===== src/design/cpu_params.svh =====
`ifndef CPU_PARAMS_SVH
`define CPU_PARAMS_SVH

// datapath and address width
`define XLEN 32

// register file geometry
`define NREG   32
`define RIDX_W 5

// words per tb memory, instruction and data alike
`define MEM_WORDS 256

// first fetch address out of reset
`define RESET_PC 32'h0000_0000

`endif


===== src/design/cpu_pkg.sv =====
package cpu_pkg;

    // major opcode, instr[31:26]
    typedef enum logic [5:0] {
        OP_RTYPE = 6'h00,
        OP_J     = 6'h02,
        OP_BEQ   = 6'h04,
        OP_ADDI  = 6'h08,
        OP_LW    = 6'h23,
        OP_SW    = 6'h2b
    } opcode_t;

    // r-type function field, instr[5:0]
    typedef enum logic [5:0] {
        FN_ADD = 6'h20,
        FN_SUB = 6'h22,
        FN_AND = 6'h24,
        FN_OR  = 6'h25,
        FN_SLT = 6'h2a
    } funct_t;

    typedef enum logic [2:0] {
        ALU_ADD,
        ALU_SUB,
        ALU_AND,
        ALU_OR,
        ALU_SLT
    } alu_op_t;

    // bit 1 = read, bit 0 = write
    typedef enum logic [1:0] {
        MEM_NONE  = 2'b00,
        MEM_STORE = 2'b01,
        MEM_LOAD  = 2'b10
    } mem_op_t;

endpackage


===== src/design/cpu_core.sv =====
`timescale 1ns/100ps
`include "cpu_params.svh"

module cpu_core (
    input  logic             clk,
    input  logic             rst,
    output logic [`XLEN-1:0] imem_addr,
    input  logic [`XLEN-1:0] imem_rdata,
    input  logic             iready_n,
    output logic [`XLEN-1:0] dmem_addr,
    output logic [`XLEN-1:0] dmem_wdata,
    output logic             dmem_we,
    output logic             dmem_re,
    input  logic [`XLEN-1:0] dmem_rdata,
    input  logic             dready_n,
    input  logic             dbusy
);

    import cpu_pkg::*;

    // pipeline control
    logic               freeze;
    logic               hold_fetch;
    logic               squash_if_id;
    logic               squash_id_ex;
    logic               branch_taken;
    logic [`XLEN-1:0]   branch_target;

    // if/id
    logic [`XLEN-1:0]   id_instr;
    logic [`XLEN-1:0]   id_pc;
    logic               id_valid;
    logic [`RIDX_W-1:0] rs_a;
    logic [`RIDX_W-1:0] rs_b;

    // id/ex
    alu_op_t            ex_alu_op;
    mem_op_t            ex_mem_op;
    logic               ex_is_branch;
    logic               ex_is_jump;
    logic               ex_use_imm;
    logic [`XLEN-1:0]   ex_a;
    logic [`XLEN-1:0]   ex_b;
    logic [`XLEN-1:0]   ex_imm;
    logic [`XLEN-1:0]   ex_pc;
    logic [`RIDX_W-1:0] ex_rd;
    logic               ex_we;

    // ex/mem
    logic [`XLEN-1:0]   mem_alu;
    logic [`XLEN-1:0]   mem_store_data;
    logic [`RIDX_W-1:0] mem_rd;
    logic               mem_we;
    mem_op_t            mem_op;

    // mem/wb, also the regfile write port
    logic [`RIDX_W-1:0] wb_rd;
    logic               wb_we;
    logic [`XLEN-1:0]   wb_data;

    fetch_stage fetch_i (
        .clk, .rst, .freeze, .hold_fetch, .squash_if_id,
        .branch_taken, .branch_target,
        .imem_addr, .imem_rdata,
        .id_instr, .id_pc, .id_valid
    );

    decode_stage decode_i (
        .clk, .rst, .freeze, .hold_fetch, .squash_id_ex,
        .id_instr, .id_pc, .id_valid,
        .wb_we, .wb_rd, .wb_data,
        .rs_a, .rs_b,
        .ex_alu_op, .ex_mem_op, .ex_is_branch, .ex_is_jump, .ex_use_imm,
        .ex_a, .ex_b, .ex_imm, .ex_pc, .ex_rd, .ex_we
    );

    execute_stage execute_i (
        .clk, .rst, .freeze,
        .ex_alu_op, .ex_mem_op, .ex_is_branch, .ex_is_jump, .ex_use_imm,
        .ex_a, .ex_b, .ex_imm, .ex_pc, .ex_rd, .ex_we,
        .branch_taken, .branch_target,
        .mem_alu, .mem_store_data, .mem_rd, .mem_we, .mem_op
    );

    mem_stage mem_i (
        .clk, .rst, .freeze,
        .mem_alu, .mem_store_data, .mem_rd, .mem_we, .mem_op,
        .dmem_addr, .dmem_wdata, .dmem_we, .dmem_re, .dmem_rdata,
        .wb_rd, .wb_we, .wb_data
    );

    // stall / squash / freeze for every stage
    hazard_unit hazard_i (
        .clk, .rst,
        .rs_a, .rs_b,
        .ex_rd, .ex_we, .mem_rd, .mem_we, .wb_rd, .wb_we,
        .branch_taken, .mem_op, .iready_n, .dready_n, .dbusy,
        .freeze, .hold_fetch, .squash_if_id, .squash_id_ex
    );

endmodule


===== src/design/decode_stage.sv =====
`timescale 1ns/100ps
`include "cpu_params.svh"

module decode_stage (
    input  logic               clk,
    input  logic               rst,
    input  logic               freeze,
    input  logic               hold_fetch,
    input  logic               squash_id_ex,
    input  logic [`XLEN-1:0]   id_instr,
    input  logic [`XLEN-1:0]   id_pc,
    input  logic               id_valid,
    input  logic               wb_we,
    input  logic [`RIDX_W-1:0] wb_rd,
    input  logic [`XLEN-1:0]   wb_data,
    output logic [`RIDX_W-1:0] rs_a,
    output logic [`RIDX_W-1:0] rs_b,
    output cpu_pkg::alu_op_t   ex_alu_op,
    output cpu_pkg::mem_op_t   ex_mem_op,
    output logic               ex_is_branch,
    output logic               ex_is_jump,
    output logic               ex_use_imm,
    output logic [`XLEN-1:0]   ex_a,
    output logic [`XLEN-1:0]   ex_b,
    output logic [`XLEN-1:0]   ex_imm,
    output logic [`XLEN-1:0]   ex_pc,
    output logic [`RIDX_W-1:0] ex_rd,
    output logic               ex_we
);

    import cpu_pkg::*;

    opcode_t            opcode;
    funct_t             funct;
    logic [`RIDX_W-1:0] f_rs;
    logic [`RIDX_W-1:0] f_rt;
    logic [`RIDX_W-1:0] f_rd;

    alu_op_t            d_alu_op;
    mem_op_t            d_mem_op;
    logic               d_is_branch;
    logic               d_is_jump;
    logic               d_use_imm;
    logic               d_we;
    logic               d_use_a;     // instr really reads rs
    logic               d_use_b;     // instr really reads rt
    logic [`RIDX_W-1:0] d_rd;
    logic [`XLEN-1:0]   d_imm;
    logic               id_bubble;

    logic [`XLEN-1:0]   regs [`NREG];
    logic [`XLEN-1:0]   rd_a;
    logic [`XLEN-1:0]   rd_b;

    assign opcode = opcode_t'(id_instr[31:26]);
    assign funct  = funct_t'(id_instr[5:0]);
    assign f_rs   = id_instr[25:21];
    assign f_rt   = id_instr[20:16];
    assign f_rd   = id_instr[15:11];

    always_comb begin
        d_alu_op    = ALU_ADD;
        d_mem_op    = MEM_NONE;
        d_is_branch = 1'b0;
        d_is_jump   = 1'b0;
        d_use_imm   = 1'b0;
        d_we        = 1'b0;
        d_use_a     = 1'b0;
        d_use_b     = 1'b0;
        d_rd        = f_rt;                                       // i-type dest
        d_imm       = {{(`XLEN-16){id_instr[15]}}, id_instr[15:0]}; // sign ext
        case (opcode)
            OP_RTYPE: begin
                d_use_a = 1'b1;
                d_use_b = 1'b1;
                d_rd    = f_rd;
                d_we    = 1'b1;
                case (funct)
                    FN_ADD:  d_alu_op = ALU_ADD;
                    FN_SUB:  d_alu_op = ALU_SUB;
                    FN_AND:  d_alu_op = ALU_AND;
                    FN_OR:   d_alu_op = ALU_OR;
                    FN_SLT:  d_alu_op = ALU_SLT;
                    default: d_we     = 1'b0;   // unknown funct runs as nop
                endcase
            end
            OP_ADDI: begin
                d_use_a   = 1'b1;
                d_use_imm = 1'b1;
                d_we      = 1'b1;
            end
            OP_LW: begin
                d_use_a   = 1'b1;
                d_use_imm = 1'b1;
                d_we      = 1'b1;
                d_mem_op  = MEM_LOAD;
            end
            OP_SW: begin
                d_use_a   = 1'b1;
                d_use_b   = 1'b1;   // rt is the store data
                d_use_imm = 1'b1;
                d_mem_op  = MEM_STORE;
            end
            OP_BEQ: begin
                d_use_a     = 1'b1;
                d_use_b     = 1'b1;
                d_is_branch = 1'b1;
                d_alu_op    = ALU_SUB;
            end
            OP_J: begin
                d_is_jump = 1'b1;
                d_imm     = {{(`XLEN-26){1'b0}}, id_instr[25:0]};  // word index
            end
            default: ;
        endcase
    end

    // only live source fields go to the hazard check
    assign rs_a = (id_valid && d_use_a) ? f_rs : '0;
    assign rs_b = (id_valid && d_use_b) ? f_rt : '0;

    // register file, r0 hardwired, no write-through
    always_ff @(posedge clk) begin
        if (wb_we && wb_rd != '0)
            regs[wb_rd] <= wb_data;
    end

    assign rd_a = (f_rs == '0) ? '0 : regs[f_rs];
    assign rd_b = (f_rt == '0) ? '0 : regs[f_rt];

    assign id_bubble = !id_valid || hold_fetch || squash_id_ex;

    // id/ex control
    always_ff @(posedge clk) begin
        if (!rst) begin
            ex_mem_op    <= MEM_NONE;
            ex_is_branch <= 1'b0;
            ex_is_jump   <= 1'b0;
            ex_we        <= 1'b0;
        end else if (!freeze) begin
            ex_mem_op    <= id_bubble ? MEM_NONE : d_mem_op;
            ex_is_branch <= !id_bubble && d_is_branch;
            ex_is_jump   <= !id_bubble && d_is_jump;
            ex_we        <= !id_bubble && d_we;
        end
    end

    // id/ex payload
    always_ff @(posedge clk) begin
        if (!freeze) begin
            ex_alu_op  <= d_alu_op;
            ex_use_imm <= d_use_imm;
            ex_a       <= rd_a;
            ex_b       <= rd_b;
            ex_imm     <= d_imm;
            ex_pc      <= id_pc;
            ex_rd      <= d_rd;
        end
    end

endmodule


===== src/design/execute_stage.sv =====
`timescale 1ns/100ps
`include "cpu_params.svh"

module execute_stage (
    input  logic               clk,
    input  logic               rst,
    input  logic               freeze,
    input  cpu_pkg::alu_op_t   ex_alu_op,
    input  cpu_pkg::mem_op_t   ex_mem_op,
    input  logic               ex_is_branch,
    input  logic               ex_is_jump,
    input  logic               ex_use_imm,
    input  logic [`XLEN-1:0]   ex_a,
    input  logic [`XLEN-1:0]   ex_b,
    input  logic [`XLEN-1:0]   ex_imm,
    input  logic [`XLEN-1:0]   ex_pc,
    input  logic [`RIDX_W-1:0] ex_rd,
    input  logic               ex_we,
    output logic               branch_taken,
    output logic [`XLEN-1:0]   branch_target,
    output logic [`XLEN-1:0]   mem_alu,
    output logic [`XLEN-1:0]   mem_store_data,
    output logic [`RIDX_W-1:0] mem_rd,
    output logic               mem_we,
    output cpu_pkg::mem_op_t   mem_op
);

    import cpu_pkg::*;

    logic [`XLEN-1:0] opnd_b;
    logic [`XLEN-1:0] alu_res;
    logic [`XLEN-1:0] pc_plus4;

    assign opnd_b   = ex_use_imm ? ex_imm : ex_b;
    assign pc_plus4 = ex_pc + `XLEN'd4;

    always_comb begin
        case (ex_alu_op)
            ALU_ADD: alu_res = ex_a + opnd_b;   // also lw/sw address
            ALU_SUB: alu_res = ex_a - opnd_b;
            ALU_AND: alu_res = ex_a & opnd_b;
            ALU_OR:  alu_res = ex_a | opnd_b;
            ALU_SLT: alu_res = {{(`XLEN-1){1'b0}}, $signed(ex_a) < $signed(opnd_b)};
            default: alu_res = '0;
        endcase
    end

    // beq compares raw register values, j is always taken
    assign branch_taken = ex_is_jump || (ex_is_branch && (ex_a == ex_b));

    // j keeps the upper pc bits, beq is pc+4 relative in words
    assign branch_target = ex_is_jump ? {pc_plus4[`XLEN-1:28], ex_imm[25:0], 2'b00}
                                      : pc_plus4 + {ex_imm[`XLEN-3:0], 2'b00};

    // ex/mem control
    // the branch itself is older than what it squashes, so it always moves on
    always_ff @(posedge clk) begin
        if (!rst) begin
            mem_we <= 1'b0;
            mem_op <= MEM_NONE;
        end else if (!freeze) begin
            mem_we <= ex_we;
            mem_op <= ex_mem_op;
        end
    end

    // ex/mem payload
    always_ff @(posedge clk) begin
        if (!freeze) begin
            mem_alu        <= alu_res;
            mem_store_data <= ex_b;
            mem_rd         <= ex_rd;
        end
    end

endmodule


===== src/design/fetch_stage.sv =====
`timescale 1ns/100ps
`include "cpu_params.svh"

module fetch_stage (
    input  logic             clk,
    input  logic             rst,
    input  logic             freeze,
    input  logic             hold_fetch,
    input  logic             squash_if_id,
    input  logic             branch_taken,
    input  logic [`XLEN-1:0] branch_target,
    output logic [`XLEN-1:0] imem_addr,
    input  logic [`XLEN-1:0] imem_rdata,
    output logic [`XLEN-1:0] id_instr,
    output logic [`XLEN-1:0] id_pc,
    output logic             id_valid
);

    logic [`XLEN-1:0] pc;

    assign imem_addr = pc;   // request is the pc itself

    // pc, frozen by memory waits, held by raw hazards
    always_ff @(posedge clk) begin
        if (!rst) begin
            pc <= `RESET_PC;
        end else if (!freeze) begin
            if (branch_taken)
                pc <= branch_target;      // redirect beats a hazard hold
            else if (!hold_fetch)
                pc <= pc + `XLEN'd4;
        end
    end

    // if/id valid bit, squash makes a bubble
    always_ff @(posedge clk) begin
        if (!rst) begin
            id_valid <= 1'b0;
        end else if (!freeze) begin
            if (squash_if_id)
                id_valid <= 1'b0;
            else if (!hold_fetch)
                id_valid <= 1'b1;
        end
    end

    // fetched word only taken when not frozen (iready_n low)
    always_ff @(posedge clk) begin
        if (!freeze && !hold_fetch) begin
            id_instr <= imem_rdata;
            id_pc    <= pc;
        end
    end

endmodule


===== src/design/hazard_unit.sv =====
`timescale 1ns/100ps
`include "cpu_params.svh"

module hazard_unit (
    input  logic               clk,
    input  logic               rst,
    input  logic [`RIDX_W-1:0] rs_a,
    input  logic [`RIDX_W-1:0] rs_b,
    input  logic [`RIDX_W-1:0] ex_rd,
    input  logic               ex_we,
    input  logic [`RIDX_W-1:0] mem_rd,
    input  logic               mem_we,
    input  logic [`RIDX_W-1:0] wb_rd,
    input  logic               wb_we,
    input  logic               branch_taken,
    input  cpu_pkg::mem_op_t   mem_op,
    input  logic               iready_n,
    input  logic               dready_n,
    input  logic               dbusy,
    output logic               freeze,
    output logic               hold_fetch,
    output logic               squash_if_id,
    output logic               squash_id_ex
);

    logic hit_ex;
    logic hit_mem;
    logic hit_wb;
    logic mem_stall;
    logic store_hold;
    logic store_held;   // current store in mem already took its hold

    // raw match of one older stage against both decode sources
    function automatic logic raw_hit(input logic               we,
                                     input logic [`RIDX_W-1:0] rd,
                                     input logic [`RIDX_W-1:0] a,
                                     input logic [`RIDX_W-1:0] b);
        raw_hit = we && (rd != '0) && ((rd == a) || (rd == b));
    endfunction

    assign hit_ex  = raw_hit(ex_we, ex_rd, rs_a, rs_b);
    assign hit_mem = raw_hit(mem_we, mem_rd, rs_a, rs_b);
    assign hit_wb  = raw_hit(wb_we, wb_rd, rs_a, rs_b);  // regfile not write-through

    assign hold_fetch = hit_ex || hit_mem || hit_wb;     // id/ex fills with bubbles

    // taken branch or jump kills the two younger slots
    assign squash_if_id = branch_taken;
    assign squash_id_ex = branch_taken;

    assign mem_stall  = iready_n || (dready_n && mem_op[1]) || dbusy;
    assign store_hold = mem_op[0] && !store_held;        // first cycle of each store
    assign freeze     = mem_stall || store_hold;

    // held flag clears once the pipe advances and the store leaves mem
    always_ff @(posedge clk) begin
        if (!rst)
            store_held <= 1'b0;
        else if (!freeze)
            store_held <= 1'b0;
        else if (mem_op[0])
            store_held <= 1'b1;
    end

endmodule


===== src/design/mem_stage.sv =====
`timescale 1ns/100ps
`include "cpu_params.svh"

module mem_stage (
    input  logic               clk,
    input  logic               rst,
    input  logic               freeze,
    input  logic [`XLEN-1:0]   mem_alu,
    input  logic [`XLEN-1:0]   mem_store_data,
    input  logic [`RIDX_W-1:0] mem_rd,
    input  logic               mem_we,
    input  cpu_pkg::mem_op_t   mem_op,
    output logic [`XLEN-1:0]   dmem_addr,
    output logic [`XLEN-1:0]   dmem_wdata,
    output logic               dmem_we,
    output logic               dmem_re,
    input  logic [`XLEN-1:0]   dmem_rdata,
    output logic [`RIDX_W-1:0] wb_rd,
    output logic               wb_we,
    output logic [`XLEN-1:0]   wb_data
);

    // request straight off ex/mem
    assign dmem_addr  = mem_alu;
    assign dmem_wdata = mem_store_data;
    assign dmem_we    = mem_op[0];     // stays up through the store hold
    assign dmem_re    = mem_op[1];

    // mem/wb control
    always_ff @(posedge clk) begin
        if (!rst)
            wb_we <= 1'b0;
        else if (!freeze)
            wb_we <= mem_we;
    end

    // write-back select, load word only valid once dready_n dropped
    always_ff @(posedge clk) begin
        if (!freeze) begin
            wb_rd   <= mem_rd;
            wb_data <= dmem_re ? dmem_rdata : mem_alu;
        end
    end

endmodule


===== config.mk =====
export PLATFORM = sky130hd
export DESIGN_NAME = cpu_core
export DESIGN_NICKNAME = d
export VERILOG_FILES = /design/src/design/cpu_pkg.sv /design/src/design/cpu_core.sv /design/src/design/decode_stage.sv /design/src/design/execute_stage.sv /design/src/design/fetch_stage.sv /design/src/design/hazard_unit.sv /design/src/design/mem_stage.sv
export VERILOG_INCLUDE_DIRS = /design/src /design/src/design
export SDC_FILE = /design/constraint.sdc
export NUM_CORES = 2
export LEC_CHECK = 0
export ABC_AREA = 0
export CORE_MARGIN = 2
export CORE_UTILIZATION = 53
export CTS_CLUSTER_DIAMETER = 80
export DETAILED_ROUTE_END_ITERATION = 12
export DONT_BUFFER_PORTS = 1
export PLACE_DENSITY = 0.69
export SYNTH_ARGS = -nofsm -noshare
export SYNTH_HDL_FRONTEND = slang
export SYNTH_SLANG_ARGS = --single-unit

===== constraint.sdc =====
create_clock -name clk -period 18.16 [get_ports clk]
set_clock_uncertainty 0.05 [all_clocks]
set_input_delay 0.908 -clock clk [delete_from_list [all_inputs] [get_ports clk]]
set_output_delay 0.908 -clock clk [all_outputs]
set_load 0.01 [all_outputs]

==> metrics.log <==
[metrics] post-synth top area share: 0.5902
[metrics] final std cells w/o fill: 6000
[metrics] vias post-DR: 41880
[metrics] fraction of synthesized cell area in xor and xnor cells: 0.01869
[metrics] library cell used as clock root buffer: clkbuf_16
[metrics] most congested layer reported by global routing: met2
[metrics] Setup crit end kind: flop
[metrics] final count of hold timing violations: 0
[metrics] Crit-path slowest cell: buf_4
[metrics] Total Nets Final: 4420
[metrics] slew at the pin closest to its max-slew limit: 1256 ps
[metrics] met1 demand-to-capacity share in global routing: 0.4298
[metrics] vias in the first global route: 40790
[metrics] GRT Resource Usage Total: 0.3164
[metrics] source-to-sink clock delay at the later pin of the worst-skew pair: 800 ps
[metrics] post_cts resized: 0
[metrics] clock-pin transition on the worst setup and hold timing paths: roughly 60 ps
[metrics] met2 usage in global routing: 0.4923
[metrics] crit-path max FO: 110
[metrics] Buffers & Inverters on Critical Path: 3
[metrics] clock buffers created by TritonCTS: 147
[metrics] critical path start-end classification: reg2reg
[metrics] number of primary I/O pins: 167
[metrics] post-synthesis instance area: 67470 um^2
[metrics] remaining global-route overflow: 0
[metrics] Post-Synth Adder-Cell Area: 0.02444
[metrics] Tightest Hold Check Type: in2reg
[metrics] initial antenna violation count: 8
[metrics] largest family of logic cells by synthesized area: multiplexers
[metrics] Compound-Gate Fraction of Synth Area: 0.07438
[metrics] total half-perimeter wirelength after legalization and detailed placement: 119900 um
[metrics] Die Y-Extent: 360.8 um
[metrics] number of max-cap violations: 0
[metrics] Critical Path AT: about 5400 ps
[metrics] via density per instance: 6.981
[metrics] share of synthesized registers carrying an async set or reset: 0
[metrics] DR iter-0 viols: around 6000
[metrics] Synth Register Bits: 1369
[metrics] most common library cell in the layout ignoring fill and taps: edfxtp_1
[metrics] most frequently used flop master after synthesis: edfxtp_1
[metrics] maximum clock path buffer count: 3
[metrics] average size of a mapped cell: 15.92 um^2
[metrics] Max stage delay on crit path: between 800 and 900 ps
[metrics] gate count after technology mapping: 4239
[metrics] cell taking the most area after synthesis: edfxtp_1
[metrics] x dimension of the die: 360.8 um
[metrics] part of the Yosys area used for sequential elements: 0.6029
[metrics] post-synthesis simple-gate area fraction: 0.04597
[metrics] final sum of negative setup slack: 0 ps
[metrics] share of post-route cells with drive strength above 1: 0.2196
[metrics] Slew Limit Headroom: 0.1611
[metrics] unrepaired setup endpoints after global routing: no
[metrics] dominant delay contributor by cell family on the critical path: buffers and inverters
[metrics] Pwr per Cell Area: 93.93 nW/um^2
[metrics] clock tree from TritonCTS: yes
[metrics] final critical path time including I/O delays and setup: 4953 ps
[metrics] maximum number of pins on one net before global-route repair: 119
[metrics] standard-cell row count: 130
[metrics] highest clock rate: between 0.2 and 0.25 GHz
[metrics] leading cell types in the layout, fill and taps excluded: edfxtp_1 (1326), mux4_2 (460), mux2i_1 (238)
[metrics] number of setup buffers added after CTS: 0
[metrics] I/O Buffers: 0
[metrics] hold-fix buffers at CTS: 0
[metrics] cell count after placement: 5722
[metrics] Final period util: 0.2727
[metrics] GPL Wtd Cong: 0.9190
[metrics] Static Leak: ~0.025 uW
[metrics] effective utilization at floorplan: 0.5359
[metrics] global routing usage on met3: 0.07725
[metrics] htree depth: 4
[metrics] number of warnings printed during yosys synthesis: 0
[metrics] overall die area: around 130000 um^2
[metrics] first-pass GRT wire length: 294000 um
[metrics] largest cells by area after synthesis: edfxtp_1 (59%), mux4_2 (15%), mux2i_1 (3.5%)
[metrics] core box area: 125900 um^2
[metrics] result of the run: complete, no violations
[metrics] Unique masters post-synth: 93
[metrics] routed wire length per instance: 34.24 um
[metrics] layout-stage area growth over the synthesis result: 9.821%
[metrics] maximum vdd drop: just under 0.08 mV
[metrics] worst path required time: around 19000 ps
[metrics] CTS sink count: 1369
[metrics] setup violators final: 0
[metrics] wire length reported by the detailed router: 205500 um
[metrics] multiplexer area fraction after synthesis: 0.2089
[metrics] element type at the critical path start: flop
[metrics] number of antenna-violating nets in the routed design: 0
[metrics] DRC Markers: 0
[metrics] count of flip-flops with a built-in enable after synthesis: 1326
[metrics] ordered list of cells on the worst path: buf_12, buf_4, buf_4, mux4_2, mux2_2, a221oi_1, nor2_1, a21oi_1, nor2_1
[metrics] fin. max-slew vios: 0
[metrics] router iterations before antenna repair: 8
-- final cells by class --
| class | instances | area (um^2) |
|---|---|---|
| fill | 9416 | 51800 |
| clock buffer | 183 | 3835 |
| inverter | 127 | 484.2 |
| antenna | 11 | 27.53 |
| clock inverter | 84 | 718.2 |
| tap | 1650 | 2064 |
| sequential | 1369 | 40680 |
| multi-input combinational | 2489 | 25530 |
| timing repair buffer | 87 | 753.2 |
-- path summary, 6_finish.rpt --
kind / cells after the start / startpoint / slack [ps] / to
hold / removal: 0 / imem_rdata[16] / 150 / fetch_i.id_instr[16]$_DFFE_PP_
setup reg to reg: 9 / fetch_i.id_instr[16]$_DFFE_PP_ / 13210 / decode_i.ex_b[10]$_SDFFCE_PN0N_
hold reg to reg: 0 / fetch_i.id_pc[29]$_DFFE_PP_ / 370 / decode_i.ex_pc[29]$_DFFE_PN_
setup / recovery: 9 / fetch_i.id_instr[16]$_DFFE_PP_ / 13210 / decode_i.ex_b[10]$_SDFFCE_PN0N_
-- through the flow --
stage	instance area, um^2	util	hold WS, ps	setup slack [ps]	total power [uW]
2_1_floorplan	67590	-	350.3	9146	3981
3_3_place_gp	69520	0.5522	351.6	13220	4147
3_5_place_dp	69520	0.5522	354.5	13220	4150
4_1_cts	74070	0.5883	97.92	13210	6985
5_1_grt	74070	0.5884	123.7	12850	7151
6_report	74100	0.5886	146.2	13210	6960
-- power by group --
group / switching, uW / internal, uW
combinational: 304 / 210
clock: 1280 / 1590
sequential: 81.7 / 3500
-- synth_stat cells, drive strengths merged, types with 12 or more instances --
cell / n
o22ai: 71
a221oi: 55
o221ai: 42
nand3: 58
o21bai: 12
o21ai: 109
o211ai: 31
nor3: 58
a211o: 29
nand2b: 21
o211a: 13
xnor2: 81
mux4: 460
a31oi: 21
dfxtp: 43
inv: 126
nor2: 218
nand2: 142
a21o: 37
edfxtp: 1326
ha: 127
mux2: 120
a21oi: 170
clkbuf: 169
nor2b: 22
buf: 116
nand4: 15
xor2: 63
and3: 24
nor4: 15
a211oi: 41
mux2i: 238
-- routing by layer --
metal,vias to the layer above,share of wire
met2,2683,0.47
met5,-,0
met4,0,0.045
met1,21530,0.37
met3,492,0.12
li1,17180,-
-- logic make-up after synthesis --
family,Yosys count
flops,1369
mux,818
compound gates,721
simple gates,644
buf+inv,412
xor+xnor,144
fa+ha+maj,130
other cells,1
-- state kept, by name, summed over array words and instances, names as in the netlist, 2 cells and up --
register and cells:
decode_i.ex_imm 27, fetch_i.imem_addr 32, fetch_i.id_instr 32, decode_i.ex_b 32, fetch_i.id_pc 32, execute_i.mem_op 2
decode_i.ex_a 32, decode_i.ex_alu_op 3, decode_i.ex_pc 32, execute_i.mem_rd 5, decode_i.ex_mem_op 2, decode_i.regs 1024
decode_i.ex_rd 5, execute_i.mem_store_data 32, mem_i.wb_rd 5, mem_i.wb_data 32, execute_i.mem_alu 32
Note: power is estimated with default switching activity, not from simulation.
